<file path="config.mk">
export PLATFORM = sky130hd
export DESIGN_NAME = processor
export DESIGN_NICKNAME = d
export VERILOG_FILES = /design/src/hw/cpu_pkg.sv /design/src/hw/dx_latch.sv /design/src/hw/execute_stage.sv /design/src/hw/fetch_decode.sv /design/src/hw/mem_writeback.sv /design/src/hw/processor.sv
export VERILOG_INCLUDE_DIRS = /design/src /design/src/hw
export SDC_FILE = /design/constraint.sdc
export NUM_CORES = 1
export LEC_CHECK = 0
export CORE_MARGIN = 2
export CORE_UTILIZATION = 60
export CTS_BUF_LIST = sky130_fd_sc_hd__clkbuf_2 sky130_fd_sc_hd__clkbuf_4 sky130_fd_sc_hd__clkbuf_8
export CTS_CLUSTER_SIZE = 14
export DETAILED_ROUTE_END_ITERATION = 6
export DONT_BUFFER_PORTS = 1
export GPL_TIMING_DRIVEN = 0
export PLACE_DENSITY = 0.76
export SYNTH_ARGS = -nofsm -noshare
export SYNTH_HDL_FRONTEND = slang
export SYNTH_SLANG_ARGS = --single-unit
</file>
<file path="constraint.sdc">
create_clock -name clock -period 14.49 [get_ports clock]
set_input_delay 0.7245 -clock clock [delete_from_list [all_inputs] [get_ports clock]]
set_output_delay 0.7245 -clock clock [all_outputs]
set_load 0.02 [all_outputs]
</file>
<file path="src/hw/cpu_defines.svh">
`ifndef CPU_DEFINES_SVH
`define CPU_DEFINES_SVH

// Datapath widths
`define WORD_W      32
`define REG_IDX_W   5
`define OPC_W       5
`define IMM_W       17
`define ALU_W       5
`define SHAMT_W     5

// Opcodes of the kept instructions
`define OPC_RTYPE   5'd0
`define OPC_ADDI    5'd5
`define OPC_SW      5'd7
`define OPC_LW      5'd8

// Instruction field positions
`define OPC_HI      31
`define OPC_LO      27
`define RD_HI       26
`define RD_LO       22
`define RS_HI       21
`define RS_LO       17
`define RT_HI       16
`define RT_LO       12
`define SHAMT_HI    11
`define SHAMT_LO    7
`define ALUF_HI     6
`define ALUF_LO     2

`endif

</file>
<file path="src/hw/cpu_pkg.sv">
`include "cpu_defines.svh"

package cpu_pkg;

    typedef logic [`WORD_W-1:0]    word_t;
    typedef logic [`REG_IDX_W-1:0] reg_idx_t;
    typedef logic [`SHAMT_W-1:0]   shamt_t;

    // Same encoding as the R-type function field
    typedef enum logic [`ALU_W-1:0] {
        ALU_ADD = 5'd0,
        ALU_SUB = 5'd1,
        ALU_AND = 5'd2,
        ALU_OR  = 5'd3,
        ALU_SLL = 5'd4,
        ALU_SRA = 5'd5
    } alu_op_e;

    // All flags low means a bubble
    typedef struct packed {
        logic    reg_write;
        logic    mem_read;
        logic    mem_write;
        logic    use_imm;
        alu_op_e alu_op;
    } ctrl_t;

    // rs and rt hold the register file read indices and stay zero for an unused source
    typedef struct packed {
        word_t    pc;
        ctrl_t    ctrl;
        reg_idx_t rd;
        reg_idx_t rs;
        reg_idx_t rt;
        shamt_t   shamt;
        word_t    imm;
        word_t    op_a;
        word_t    op_b;
    } dx_t;

    typedef struct packed {
        ctrl_t    ctrl;
        reg_idx_t rd;
        word_t    alu_result;
        word_t    store_data;
    } xm_t;

    typedef struct packed {
        ctrl_t    ctrl;
        reg_idx_t rd;
        word_t    alu_result;
        word_t    load_data;
    } mw_t;

    typedef struct packed {
        reg_idx_t read_a;
        reg_idx_t read_b;
    } rf_read_t;

    typedef struct packed {
        logic     enable;
        reg_idx_t index;
        word_t    data;
    } rf_write_t;

    typedef struct packed {
        word_t address;
        word_t data;
        logic  wren;
    } dmem_req_t;

endpackage

</file>
<file path="src/hw/dx_latch.sv">
module dx_latch (
    input  logic         clock,
    input  logic         reset,
    input  cpu_pkg::dx_t decoded,
    output cpu_pkg::dx_t dx,
    output logic         stall
);
    import cpu_pkg::*;

    logic load_in_ex;
    logic hit_rs;
    logic hit_rt;

    // Load in execute whose result the decoding instruction needs next cycle
    assign load_in_ex = dx.ctrl.mem_read && (dx.rd != '0);
    assign hit_rs     = (decoded.rs == dx.rd);
    assign hit_rt     = (decoded.rt == dx.rd);
    assign stall      = load_in_ex && (hit_rs || hit_rt);

    always_ff @(posedge clock) begin
        dx <= decoded;
        // Bubble on reset and on a load-use stall
        if (reset || stall) begin
            dx.ctrl <= '0;
        end
    end

    // The bubble clears the hazard, so a stall lasts one cycle
    assert property (@(posedge clock) disable iff (reset)
        stall |=> !stall);

    // Fetch holds the stalled instruction, which enters one cycle after the bubble
    assert property (@(posedge clock) disable iff (reset)
        $past(stall, 2) |-> (dx.pc == $past(decoded.pc, 2)));

endmodule

</file>
<file path="src/hw/execute_stage.sv">
module execute_stage (
    input  logic         clock,
    input  logic         reset,
    input  cpu_pkg::dx_t dx,
    input  cpu_pkg::mw_t mw,
    output cpu_pkg::xm_t xm
);
    import cpu_pkg::*;

    word_t src_a;
    word_t src_b;
    word_t alu_b;
    word_t alu_result;
    xm_t   xm_next;

    // Memory stage wins over writeback and register 0 never forwards
    function automatic word_t forward(
        input reg_idx_t src,
        input word_t    latched,
        input xm_t      mem_stage,
        input mw_t      wb_stage
    );
        word_t value;
        if (src != '0 && mem_stage.ctrl.reg_write && !mem_stage.ctrl.mem_read
                && mem_stage.rd == src) begin
            value = mem_stage.alu_result;
        end else if (src != '0 && wb_stage.ctrl.reg_write && wb_stage.rd == src) begin
            value = wb_stage.ctrl.mem_read ? wb_stage.load_data : wb_stage.alu_result;
        end else begin
            value = latched;
        end
        return value;
    endfunction

    always_comb begin
        src_a = forward(dx.rs, dx.op_a, xm, mw);
        src_b = forward(dx.rt, dx.op_b, xm, mw);
    end

    // addi, lw and sw add the immediate
    assign alu_b = dx.ctrl.use_imm ? dx.imm : src_b;

    always_comb begin
        case (dx.ctrl.alu_op)
            ALU_ADD: alu_result = src_a + alu_b;
            ALU_SUB: alu_result = src_a - alu_b;
            ALU_AND: alu_result = src_a & alu_b;
            ALU_OR:  alu_result = src_a | alu_b;
            ALU_SLL: alu_result = src_a << dx.shamt;
            ALU_SRA: alu_result = word_t'($signed(src_a) >>> dx.shamt);
            default: alu_result = '0;
        endcase
    end

    always_comb begin
        xm_next.ctrl       = dx.ctrl;
        xm_next.rd         = dx.rd;
        xm_next.alu_result = alu_result;
        xm_next.store_data = src_b;
    end

    always_ff @(posedge clock) begin
        xm <= xm_next;
        if (reset) begin
            xm.ctrl <= '0;
        end
    end

    // Decode only enables a write for a known ALU operation
    assert property (@(posedge clock) disable iff (reset)
        dx.ctrl.reg_write |-> dx.ctrl.alu_op inside {ALU_ADD, ALU_SUB, ALU_AND,
                                                     ALU_OR, ALU_SLL, ALU_SRA});

endmodule

</file>
<file path="src/hw/fetch_decode.sv">
`include "cpu_defines.svh"

module fetch_decode (
    input  logic              clock,
    input  logic              reset,
    input  logic              stall,
    input  cpu_pkg::word_t    q_imem,
    input  cpu_pkg::word_t    data_read_a,
    input  cpu_pkg::word_t    data_read_b,
    output cpu_pkg::word_t    address_imem,
    output cpu_pkg::rf_read_t rf_read,
    output cpu_pkg::dx_t      decoded
);
    import cpu_pkg::*;

    word_t             pc;
    word_t             fd_pc;
    word_t             fd_insn;
    logic              fd_valid;
    logic [`OPC_W-1:0] opcode;
    logic [`ALU_W-1:0] alu_field;
    reg_idx_t          rd_field;
    reg_idx_t          rs_field;
    reg_idx_t          rt_field;
    ctrl_t             ctrl;
    reg_idx_t          idx_a;
    reg_idx_t          idx_b;

    // PC counts in words and holds during a load-use stall
    always_ff @(posedge clock) begin
        if (reset) begin
            pc       <= '0;
            fd_valid <= 1'b0;
        end else if (!stall) begin
            pc       <= pc + 1'b1;
            fd_valid <= 1'b1;
        end
    end

    always_ff @(posedge clock) begin
        if (!stall) begin
            fd_insn <= q_imem;
            fd_pc   <= pc;
        end
    end

    assign address_imem = pc;

    assign opcode    = fd_insn[`OPC_HI:`OPC_LO];
    assign alu_field = fd_insn[`ALUF_HI:`ALUF_LO];
    assign rd_field  = fd_insn[`RD_HI:`RD_LO];
    assign rs_field  = fd_insn[`RS_HI:`RS_LO];
    assign rt_field  = fd_insn[`RT_HI:`RT_LO];

    // Anything outside the kept set decodes as a no-op
    always_comb begin
        ctrl  = '0;
        idx_a = '0;
        idx_b = '0;
        if (fd_valid) begin
            case (opcode)
                `OPC_RTYPE: begin
                    if (alu_field inside {ALU_ADD, ALU_SUB, ALU_AND,
                                          ALU_OR, ALU_SLL, ALU_SRA}) begin
                        ctrl.reg_write = 1'b1;
                        ctrl.alu_op    = alu_op_e'(alu_field);
                        idx_a          = rs_field;
                        idx_b          = rt_field;
                    end
                end
                `OPC_ADDI: begin
                    ctrl.reg_write = 1'b1;
                    ctrl.use_imm   = 1'b1;
                    idx_a          = rs_field;
                end
                `OPC_LW: begin
                    ctrl.reg_write = 1'b1;
                    ctrl.mem_read  = 1'b1;
                    ctrl.use_imm   = 1'b1;
                    idx_a          = rs_field;
                end
                `OPC_SW: begin
                    ctrl.mem_write = 1'b1;
                    ctrl.use_imm   = 1'b1;
                    idx_a          = rs_field;
                    // Store data comes from the rd field
                    idx_b          = rd_field;
                end
                default: ;
            endcase
        end
    end

    assign rf_read.read_a = idx_a;
    assign rf_read.read_b = idx_b;

    always_comb begin
        decoded.pc    = fd_pc;
        decoded.ctrl  = ctrl;
        decoded.rd    = rd_field;
        decoded.rs    = idx_a;
        decoded.rt    = idx_b;
        decoded.shamt = fd_insn[`SHAMT_HI:`SHAMT_LO];
        decoded.imm   = {{(`WORD_W - `IMM_W){fd_insn[`IMM_W-1]}}, fd_insn[`IMM_W-1:0]};
        // r0 always reads as zero
        decoded.op_a  = (idx_a == '0) ? '0 : data_read_a;
        decoded.op_b  = (idx_b == '0) ? '0 : data_read_b;
    end

endmodule

</file>
<file path="src/hw/mem_writeback.sv">
module mem_writeback (
    input  logic               clock,
    input  logic               reset,
    input  cpu_pkg::xm_t       xm,
    input  cpu_pkg::word_t     q_dmem,
    output cpu_pkg::dmem_req_t dmem_req,
    output cpu_pkg::mw_t       mw,
    output cpu_pkg::rf_write_t rf_write
);
    import cpu_pkg::*;

    mw_t mw_next;

    // Data memory answers in the same cycle
    always_comb begin
        dmem_req.address = xm.alu_result;
        dmem_req.data    = xm.store_data;
        dmem_req.wren    = xm.ctrl.mem_write;
    end

    always_comb begin
        mw_next.ctrl       = xm.ctrl;
        mw_next.rd         = xm.rd;
        mw_next.alu_result = xm.alu_result;
        mw_next.load_data  = q_dmem;
    end

    always_ff @(posedge clock) begin
        mw <= mw_next;
        if (reset) begin
            mw.ctrl <= '0;
        end
    end

    // Writes to r0 are dropped here
    always_comb begin
        rf_write.enable = mw.ctrl.reg_write && (mw.rd != '0);
        rf_write.index  = mw.rd;
        rf_write.data   = mw.ctrl.mem_read ? mw.load_data : mw.alu_result;
    end

    // Register 0 is never a write target
    assert property (@(posedge clock) disable iff (reset)
        rf_write.enable |-> (rf_write.index != '0));

endmodule

</file>
<file path="src/hw/processor.sv">
module processor (
    input  logic               clock,
    input  logic               reset,
    output cpu_pkg::word_t     address_imem,
    input  cpu_pkg::word_t     q_imem,
    output cpu_pkg::dmem_req_t dmem_req,
    input  cpu_pkg::word_t     q_dmem,
    output cpu_pkg::rf_read_t  rf_read,
    input  cpu_pkg::word_t     data_read_a,
    input  cpu_pkg::word_t     data_read_b,
    output cpu_pkg::rf_write_t rf_write
);
    import cpu_pkg::*;

    dx_t  decoded;
    dx_t  dx;
    xm_t  xm;
    mw_t  mw;
    logic stall;

    fetch_decode fetch_decode_inst (
        .clock        (clock),
        .reset        (reset),
        .stall        (stall),
        .q_imem       (q_imem),
        .data_read_a  (data_read_a),
        .data_read_b  (data_read_b),
        .address_imem (address_imem),
        .rf_read      (rf_read),
        .decoded      (decoded)
    );

    dx_latch dx_latch_inst (
        .clock   (clock),
        .reset   (reset),
        .decoded (decoded),
        .dx      (dx),
        .stall   (stall)
    );

    execute_stage execute_stage_inst (
        .clock (clock),
        .reset (reset),
        .dx    (dx),
        .mw    (mw),
        .xm    (xm)
    );

    mem_writeback mem_writeback_inst (
        .clock    (clock),
        .reset    (reset),
        .xm       (xm),
        .q_dmem   (q_dmem),
        .dmem_req (dmem_req),
        .mw       (mw),
        .rf_write (rf_write)
    );

endmodule

</file>
==> results.md, run 1 <==
* Status: finished with violations
* Failing checks: design-rule violations, max-capacitance violations, max-slew violations
* Filler cells at 2,452
* Drt first pass iters at 7
* Postcts setup bufs at 0
* Fin area at 0.0199 sq mm
* Cell with the most instances after synthesis: dfxtp_1
* Area of the core at 0.0298 sq mm
* Post-synth top area share at 30.8%
* Syn avg cell area at 9.08 sq um
* Warnings from Yosys at 0
* Pleak at 8.01 nW
* Top cells by count, synth: 281 x dfxtp_1, 168 x nand2_1, 128 x nor2_1
* Cell Pwr Density at 111 mW/mm^2
* Final Total Pwr at 2.20 mW
* Sequential area share after synthesis at 36.0%
* Initial Util at 61.4%
* Clock period minus worst slack at 7.48 ns
* Tightest Pin Transition at 1.57 ns
* VDD IR-drop max at 0.000131 V
* Die W at 179 microns
* Flop pwr share at 44.1%
* Final Hold Fails at 0
* CP Launch Type: flip-flop
* Cell taking the most area after synthesis: dfxtp_1
* Clk root buf: clkbuf_8
* Post-DP HPWL at 54.4 mm
* Clock sink count at 313
* Initial antenna violation count at 5
* Drt wl/cell at 27.7 microns
* Post-cts sizing count at 0
* Setup violators final at 0
* Worst hold stages at 0
* Setup TNS at 0 ns
* Mapped cell area at 0.0183 sq mm
* Port bufs at 0
* First-pass GRT wire length at 100 mm
* Critical path required time at 15.01 ns
* Die height at 179 microns
* Ys async rst share at 0%
* Grt ovf at 0
* Internal Pwr Total at 1.51 mW
* Die area at 0.0319 sq mm
* Maximum clock rate at 0.134 GHz
* DR iter-0 viols at 2,214
* Worst setup EP type: flip-flop
* Reg2reg path depth at 21
* Largest net degree at the start of global routing at 37
* Antenna viol nets, final at 0
* Total Routing Usage GR at 42.5%
* Final WS setup at 7.01 ns
* Skew final at 0.0600 ns
* Ports at 275
* Routability cong. at 1.11
* Sw Ratio at 31.6%
* Top cells by area, synth: dfxtp_1 31%, mux2i_1 5.7%, edfxtp_1 5.3%, mux2_2 4.1%, mux4_2 4.1%
* Placed Area at 0.0189 sq mm
* Worst Hold Class: in2reg
* CP Class: reg2reg
* RSZ-0062 raised after global routing: no
* Period utilization at 51.6%
* Vias in the first global route at 16,400
* Dpl ws at 7.25 ns
* P_sw at 0.696 mW
* Clock Tree Buf Depth at 3
* Syn Inst Count at 2,014
* Slew Limit Headroom at -5.46%
* Gate power share at 21.6%
* P&R area growth vs syn at 8.86%
* Routed WL at 69.2 mm
* CTS clk-pin slew, worst paths at 0.08 ns
* Max-slew violation count at 7
* Top FF cell, synth: dfxtp_1
* CTS tree: built
* DRC viols at 4
* DR vias/cell at 6.81
* MaxCap Viol Count at 1
* Nets at 2,239
* Share of cells above drive strength 1 at 15.5%
* Clk pwr share at 34.4%
* Util after Layout at 66.8%
* Hold_ws at 0.137 ns
* Crit Path Max Fanout at 10
* Number of enable flip-flop cells after synthesis at 32
* H-tree depth at 2
* Via Count at 17,000
* Post-synthesis cell type count at 83
* Synth Register Bits at 313
* Hold_buf cts at 0
* Number of core rows at 63
* # placed instances at 2,410
* Crit path DAT at 7.99 ns
* Layout Cells excl Fill at 2,500
* CTS buffer count at 49
* Worst-Skew Late Latency at 0.62 ns
[worst max-delay path, cell delays in order (launching register included)]
cell and delay, ns:
dfxtp_1 0.52, clkbuf_1 0.64, buf_2 0.43, mux2_2 0.47, mux2_4 0.30, a221oi_1 0.80, ha_1 0.36, inv_1 0.10
nor4_1 0.54, nor2_1 0.10, xnor2_1 0.16, ha_1 0.39, and3_1 0.24, a221o_1 0.33, a21oi_1 0.14, o21a_1 0.22
o21ai_0 0.19, a31o_2 0.33, a221o_1 0.37, a311oi_1 0.34, xnor2_1 0.11, a211o_1 0.30
[cell type report]
class | count | area (sq um) | share of cell area (%)
Multi-Input combinational cell | 1461 | 10600 | 53.1
Clock buffer | 73 | 923 | 4.64
Timing Repair Buffer | 7 | 42.5 | 0.214
Tap cell | 390 | 488 | 2.45
Clock inverter | 8 | 62.6 | 0.314
Inverter | 42 | 158 | 0.792
Antenna cell | 7 | 17.5 | 0.0880
Buffer | 199 | 1060 | 5.33
Sequential cell | 313 | 6590 | 33.1
[power by group through the flow]
stage,combinational [mW],clock [mW],sequential (mW)
after floorplan,0.349,0,0.964
after global placement,0.449,0,0.987
after detailed placement,0.456,0,0.988
after CTS,0.459,0.759,0.969
after global routing,0.498,0.795,0.974
final,0.476,0.757,0.971
[placed cells by master (no fill, tap or decap), types with 34 or more instances in the layout]
| master | instances |
|---|---|
| a21oi_1 | 108 |
| and2_1 | 52 |
| and3_1 | 34 |
| buf_4 | 83 |
| clkbuf_1 | 91 |
| clkbuf_8 | 60 |
| dfxtp_1 | 281 |
| ha_1 | 35 |
| inv_1 | 40 |
| mux2_2 | 67 |
| mux2i_1 | 105 |
| nand2_1 | 167 |
| nand3_1 | 72 |
| nor2_1 | 128 |
| nor2b_1 | 45 |
| nor3_1 | 62 |
| o21ai_0 | 72 |
| xnor2_1 | 66 |
| xor2_1 | 48 |
[registers in the layout, indices dropped and copies added, names as in the netlist]
signal,flops
dx_latch_inst.dx,105
execute_stage_inst.xm,72
fetch_decode_inst.address_imem,32
fetch_decode_inst.fd_insn,32
fetch_decode_inst.fd_valid,1
mem_writeback_inst.mw,71
[layer usage]
| layer | wire length (microns) | track usage, % | vias to the layer above |
|---|---|---|---|
| li1 | - | - | 7357 |
| met1 | 25700 | 52.5 | 7997 |
| met2 | 30100 | 65.9 | 1340 |
| met3 | 8840 | 13.4 | 328 |
| met4 | 4540 | 23.7 | 0 |
| met5 | 0 | 0 | - |
[kinds of logic (layout without fill, tap and decap cells)]
logic type,count (synthesis),in the layout,share of synthesized area [%]
other,1,9,0.0205
adder cells (fa/ha/maj),65,65,4.09
AND/OR/NAND/NOR,648,648,17.8
XOR/XNOR,114,114,5.46
buffers and inverters,241,329,6.67
AO/OA/AOI/OAI,421,421,15.6
multiplexers,211,211,14.4
flip-flops,313,313,36.0
[path summary, 6_finish.rpt]
path	from	end	slack, ns
worst max-delay path	mem_writeback_inst.mw[76]	execute_stage_inst.xm[62]	7.01
worst min-delay path	q_dmem[15]	mem_writeback_inst.mw[15]	0.14
worst max register to register	mem_writeback_inst.mw[76]	execute_stage_inst.xm[62]	7.01
worst min register to register	fetch_decode_inst.fd_insn[11]	dx_latch_inst.dx[75]	0.34
Note: power is estimated with default switching activity, not from simulation.
==> inputs of run 2 (changes only) <==
- clock period: 14.49 -> 7.65 ns (I/O delays scaled with it)
==> results.md, run 2 (synthesis results as in run 1) <==
* CTS clk-pin slew, worst paths at 0.08 ns (about the same)
* First-pass GRT wire length at 110 mm (was 100 mm)
* DR iter-0 viols at 2,679 (was 2,214)
* Clock Tree Buf Depth at 3 (unchanged)
* Setup TNS at 0 ns (unchanged)
* Layout Cells excl Fill at 2,624 (was 2,500)
* Storage element area at 0.00659 sq mm (unchanged)
* Initial Util at 61.4% (unchanged)
* Ports at 275 (unchanged)
* Largest net degree at the start of global routing at 37 (unchanged)
* Critical path required time at 8.17 ns (was 15.01 ns)
* Biggest register: dx_latch_inst.dx (unchanged)
* Clk root buf: clkbuf_8 (unchanged)
* DR vias/cell at 7.03 (was 6.81)
* Setup violators final at 0 (unchanged)
* Number of core rows at 63 (unchanged)
* P&R area growth vs syn at 16.0% (was 8.86%)
* DRC viols at 45 (was 4)
* Clock period minus worst slack at 7.18 ns (was 7.48 ns)
* Reg-to-reg critical path startpoint: mem_writeback_inst.mw[76] (unchanged)
* CTS buffer count at 49 (unchanged)
* Clock sink count at 313 (unchanged)
* CTS tree: built (unchanged)
* Worst-Skew Late Latency at 0.63 ns (was 0.62 ns)
* CP Launch Type: flip-flop (unchanged)
* Initial antenna violation count at 3 (was 5)
* Grt ovf at 0 (unchanged)
* RSZ-0062 raised after global routing: no (unchanged)
* Cell Pwr Density at 203 mW/mm^2 (was 111 mW/mm^2)
* Drt wl/cell at 29.0 microns (was 27.7 microns)
* Crit Path Max Fanout at 10 (unchanged)
* Crit path DAT at 7.70 ns (was 7.99 ns)
* Worst setup EP type: flip-flop (unchanged)
* Pleak at 8.56 nW (was 8.01 nW)
* Util after Layout at 71.2% (was 66.8%)
* Antenna viol nets, final at 0 (unchanged)
* Routability cong. at 1.11 (unchanged)
* Max-slew violation count at 0 (was 7)
* Drt first pass iters at 7 (unchanged)
* Max reg flops at 105 (unchanged)
* Worst hold start: reset (was q_dmem[15])
* Nets at 2,368 (was 2,239)
* Setup crit start: mem_writeback_inst.mw[76] (unchanged)
* Final Total Pwr at 4.30 mW (was 2.20 mW)
* Filler cells at 2,185 (was 2,452)
* Area of the core at 0.0298 sq mm (unchanged)
* Multi-input gate area at 0.0106 sq mm (about the same)
* Status: finished with violations (unchanged)
* H-tree depth at 2 (unchanged)
* Worst Hold Class: in2reg (unchanged)
* Slew Limit Headroom at 2.91% (was -5.46%)
* Failing checks: design-rule violations (was design-rule violations, max-capacitance violations, max-slew violations)
* Routed WL at 76.0 mm (was 69.2 mm)
* Port bufs at 0 (unchanged)
* Most frequent cells in the layout: 281 x dfxtp_1, 167 x nand2_1, 129 x dlygate4sd3_1, 128 x nor2_1, 108 x a21oi_1 (was 281 x dfxtp_1, 167 x nand2_1, 128 x nor2_1, 108 x a21oi_1, 105 x mux2i_1)
* Most common cell after layout, fill and taps aside: dfxtp_1 (unchanged)
* MaxCap Viol Count at 0 (was 1)
* R2r setup slk at 0.47 ns (was 7.01 ns)
* Die area at 0.0319 sq mm (unchanged)
* # placed instances at 2,410 (unchanged)
* Vias in the first global route at 18,100 (was 16,400)
* Period utilization at 93.9% (was 51.6%)
* VDD IR-drop max at 0.000209 V (was 0.000131 V)
* Final Hold Fails at 0 (unchanged)
* CP Class: reg2reg (unchanged)
* Total Routing Usage GR at 46.7% (was 42.5%)
* Largest regs: dx_latch_inst.dx: 105 flops, execute_stage_inst.xm: 72 flops, mem_writeback_inst.mw: 71 flops (unchanged)
* Die height at 179 microns (unchanged)
* Via Count at 18,400 (was 17,000)
* Skew final at 0.0600 ns (about the same)
* Post-DP HPWL at 54.4 mm (unchanged)
* Share of cells above drive strength 1 at 14.7% (was 15.5%)
* Tightest Pin Transition at 1.44 ns (was 1.57 ns)
* Die W at 179 microns (unchanged)
* Maximum clock rate at 0.139 GHz (was 0.134 GHz)
run 2: final timing paths:
kind	to	cells past startpoint
setup reg to reg	execute_stage_inst.xm[62]	21
hold / removal	mem_writeback_inst.mw[76]	2
hold reg to reg	dx_latch_inst.dx[97]	0
setup / recovery	execute_stage_inst.xm[62]	21
run 2: cell type report:
| type | instances | area share [%] |
|---|---|---|
| Clock inverter | 8 | 0.295 |
| Tap cell | 390 | 2.30 |
| Timing Repair Buffer | 136 | 6.30 |
| Inverter | 42 | 0.743 |
| Multi-Input combinational cell | 1461 | 49.9 |
| Antenna cell | 2 | 0.0236 |
| Clock buffer | 73 | 4.35 |
| Sequential cell | 313 | 31.0 |
| Buffer | 199 | 5.01 |
run 2: worst max-delay path: stages (launching register included):
cell and delay [ns]:
dfxtp_1 0.52, clkbuf_1 0.63, buf_2 0.43, mux2_2 0.47, mux2_4 0.31, a221oi_2 0.54, ha_1 0.33, inv_1 0.11
nor4_1 0.51, nor2_1 0.10, xnor2_1 0.16, ha_1 0.39, and3_1 0.23, a221o_1 0.33, a21oi_1 0.15, o21a_1 0.22
o21ai_0 0.19, a31o_2 0.33, a221o_1 0.38, a311oi_1 0.34, xnor2_1 0.11, a211o_1 0.29
run 2: per-layer routing:
layer | part of all wire [%] | wire length (microns) | GRT usage [%]
met5 | 0.017 | 13 | 0
met4 | 8.0 | 6070 | 29.5
met3 | 14 | 10300 | 15.9
met2 | 43 | 32900 | 72.6
met1 | 35 | 26800 | 55.1
run 2: what timing repair did:
| action | 4_1_cts | 5_1_grt |
|---|---|---|
| hold buffers | 129 | 0 |
| hold endpoints to repair | 129 | 0 |
| resized for setup | 0 | 2 |
| buffers inserted | 0 | 0 |
| setup endpoints to repair | 0 | 3 |
run 2: per-stage QoR:
step                      area, sq um  worst slack [ns]  hold WS [ns]
after floorplan                 18300              1.90         0.323
after global placement          18800             0.558         0.324
after detailed placement        18900             0.411         0.329
after CTS                       21200             0.404         0.242
after global routing            21200             0.137         0.283
final                           21200             0.467         0.273
run 2: report_power, final:
part | internal (mW) | leakage [nW] | switching, mW | total [mW]
sequential | 1.75 | 2.64 | 0.0980 | 1.85
clock | 0.771 | 0.515 | 0.709 | 1.48
combinational | 0.378 | 5.40 | 0.592 | 0.970
total | 2.90 | 8.56 | 1.40 | 4.30
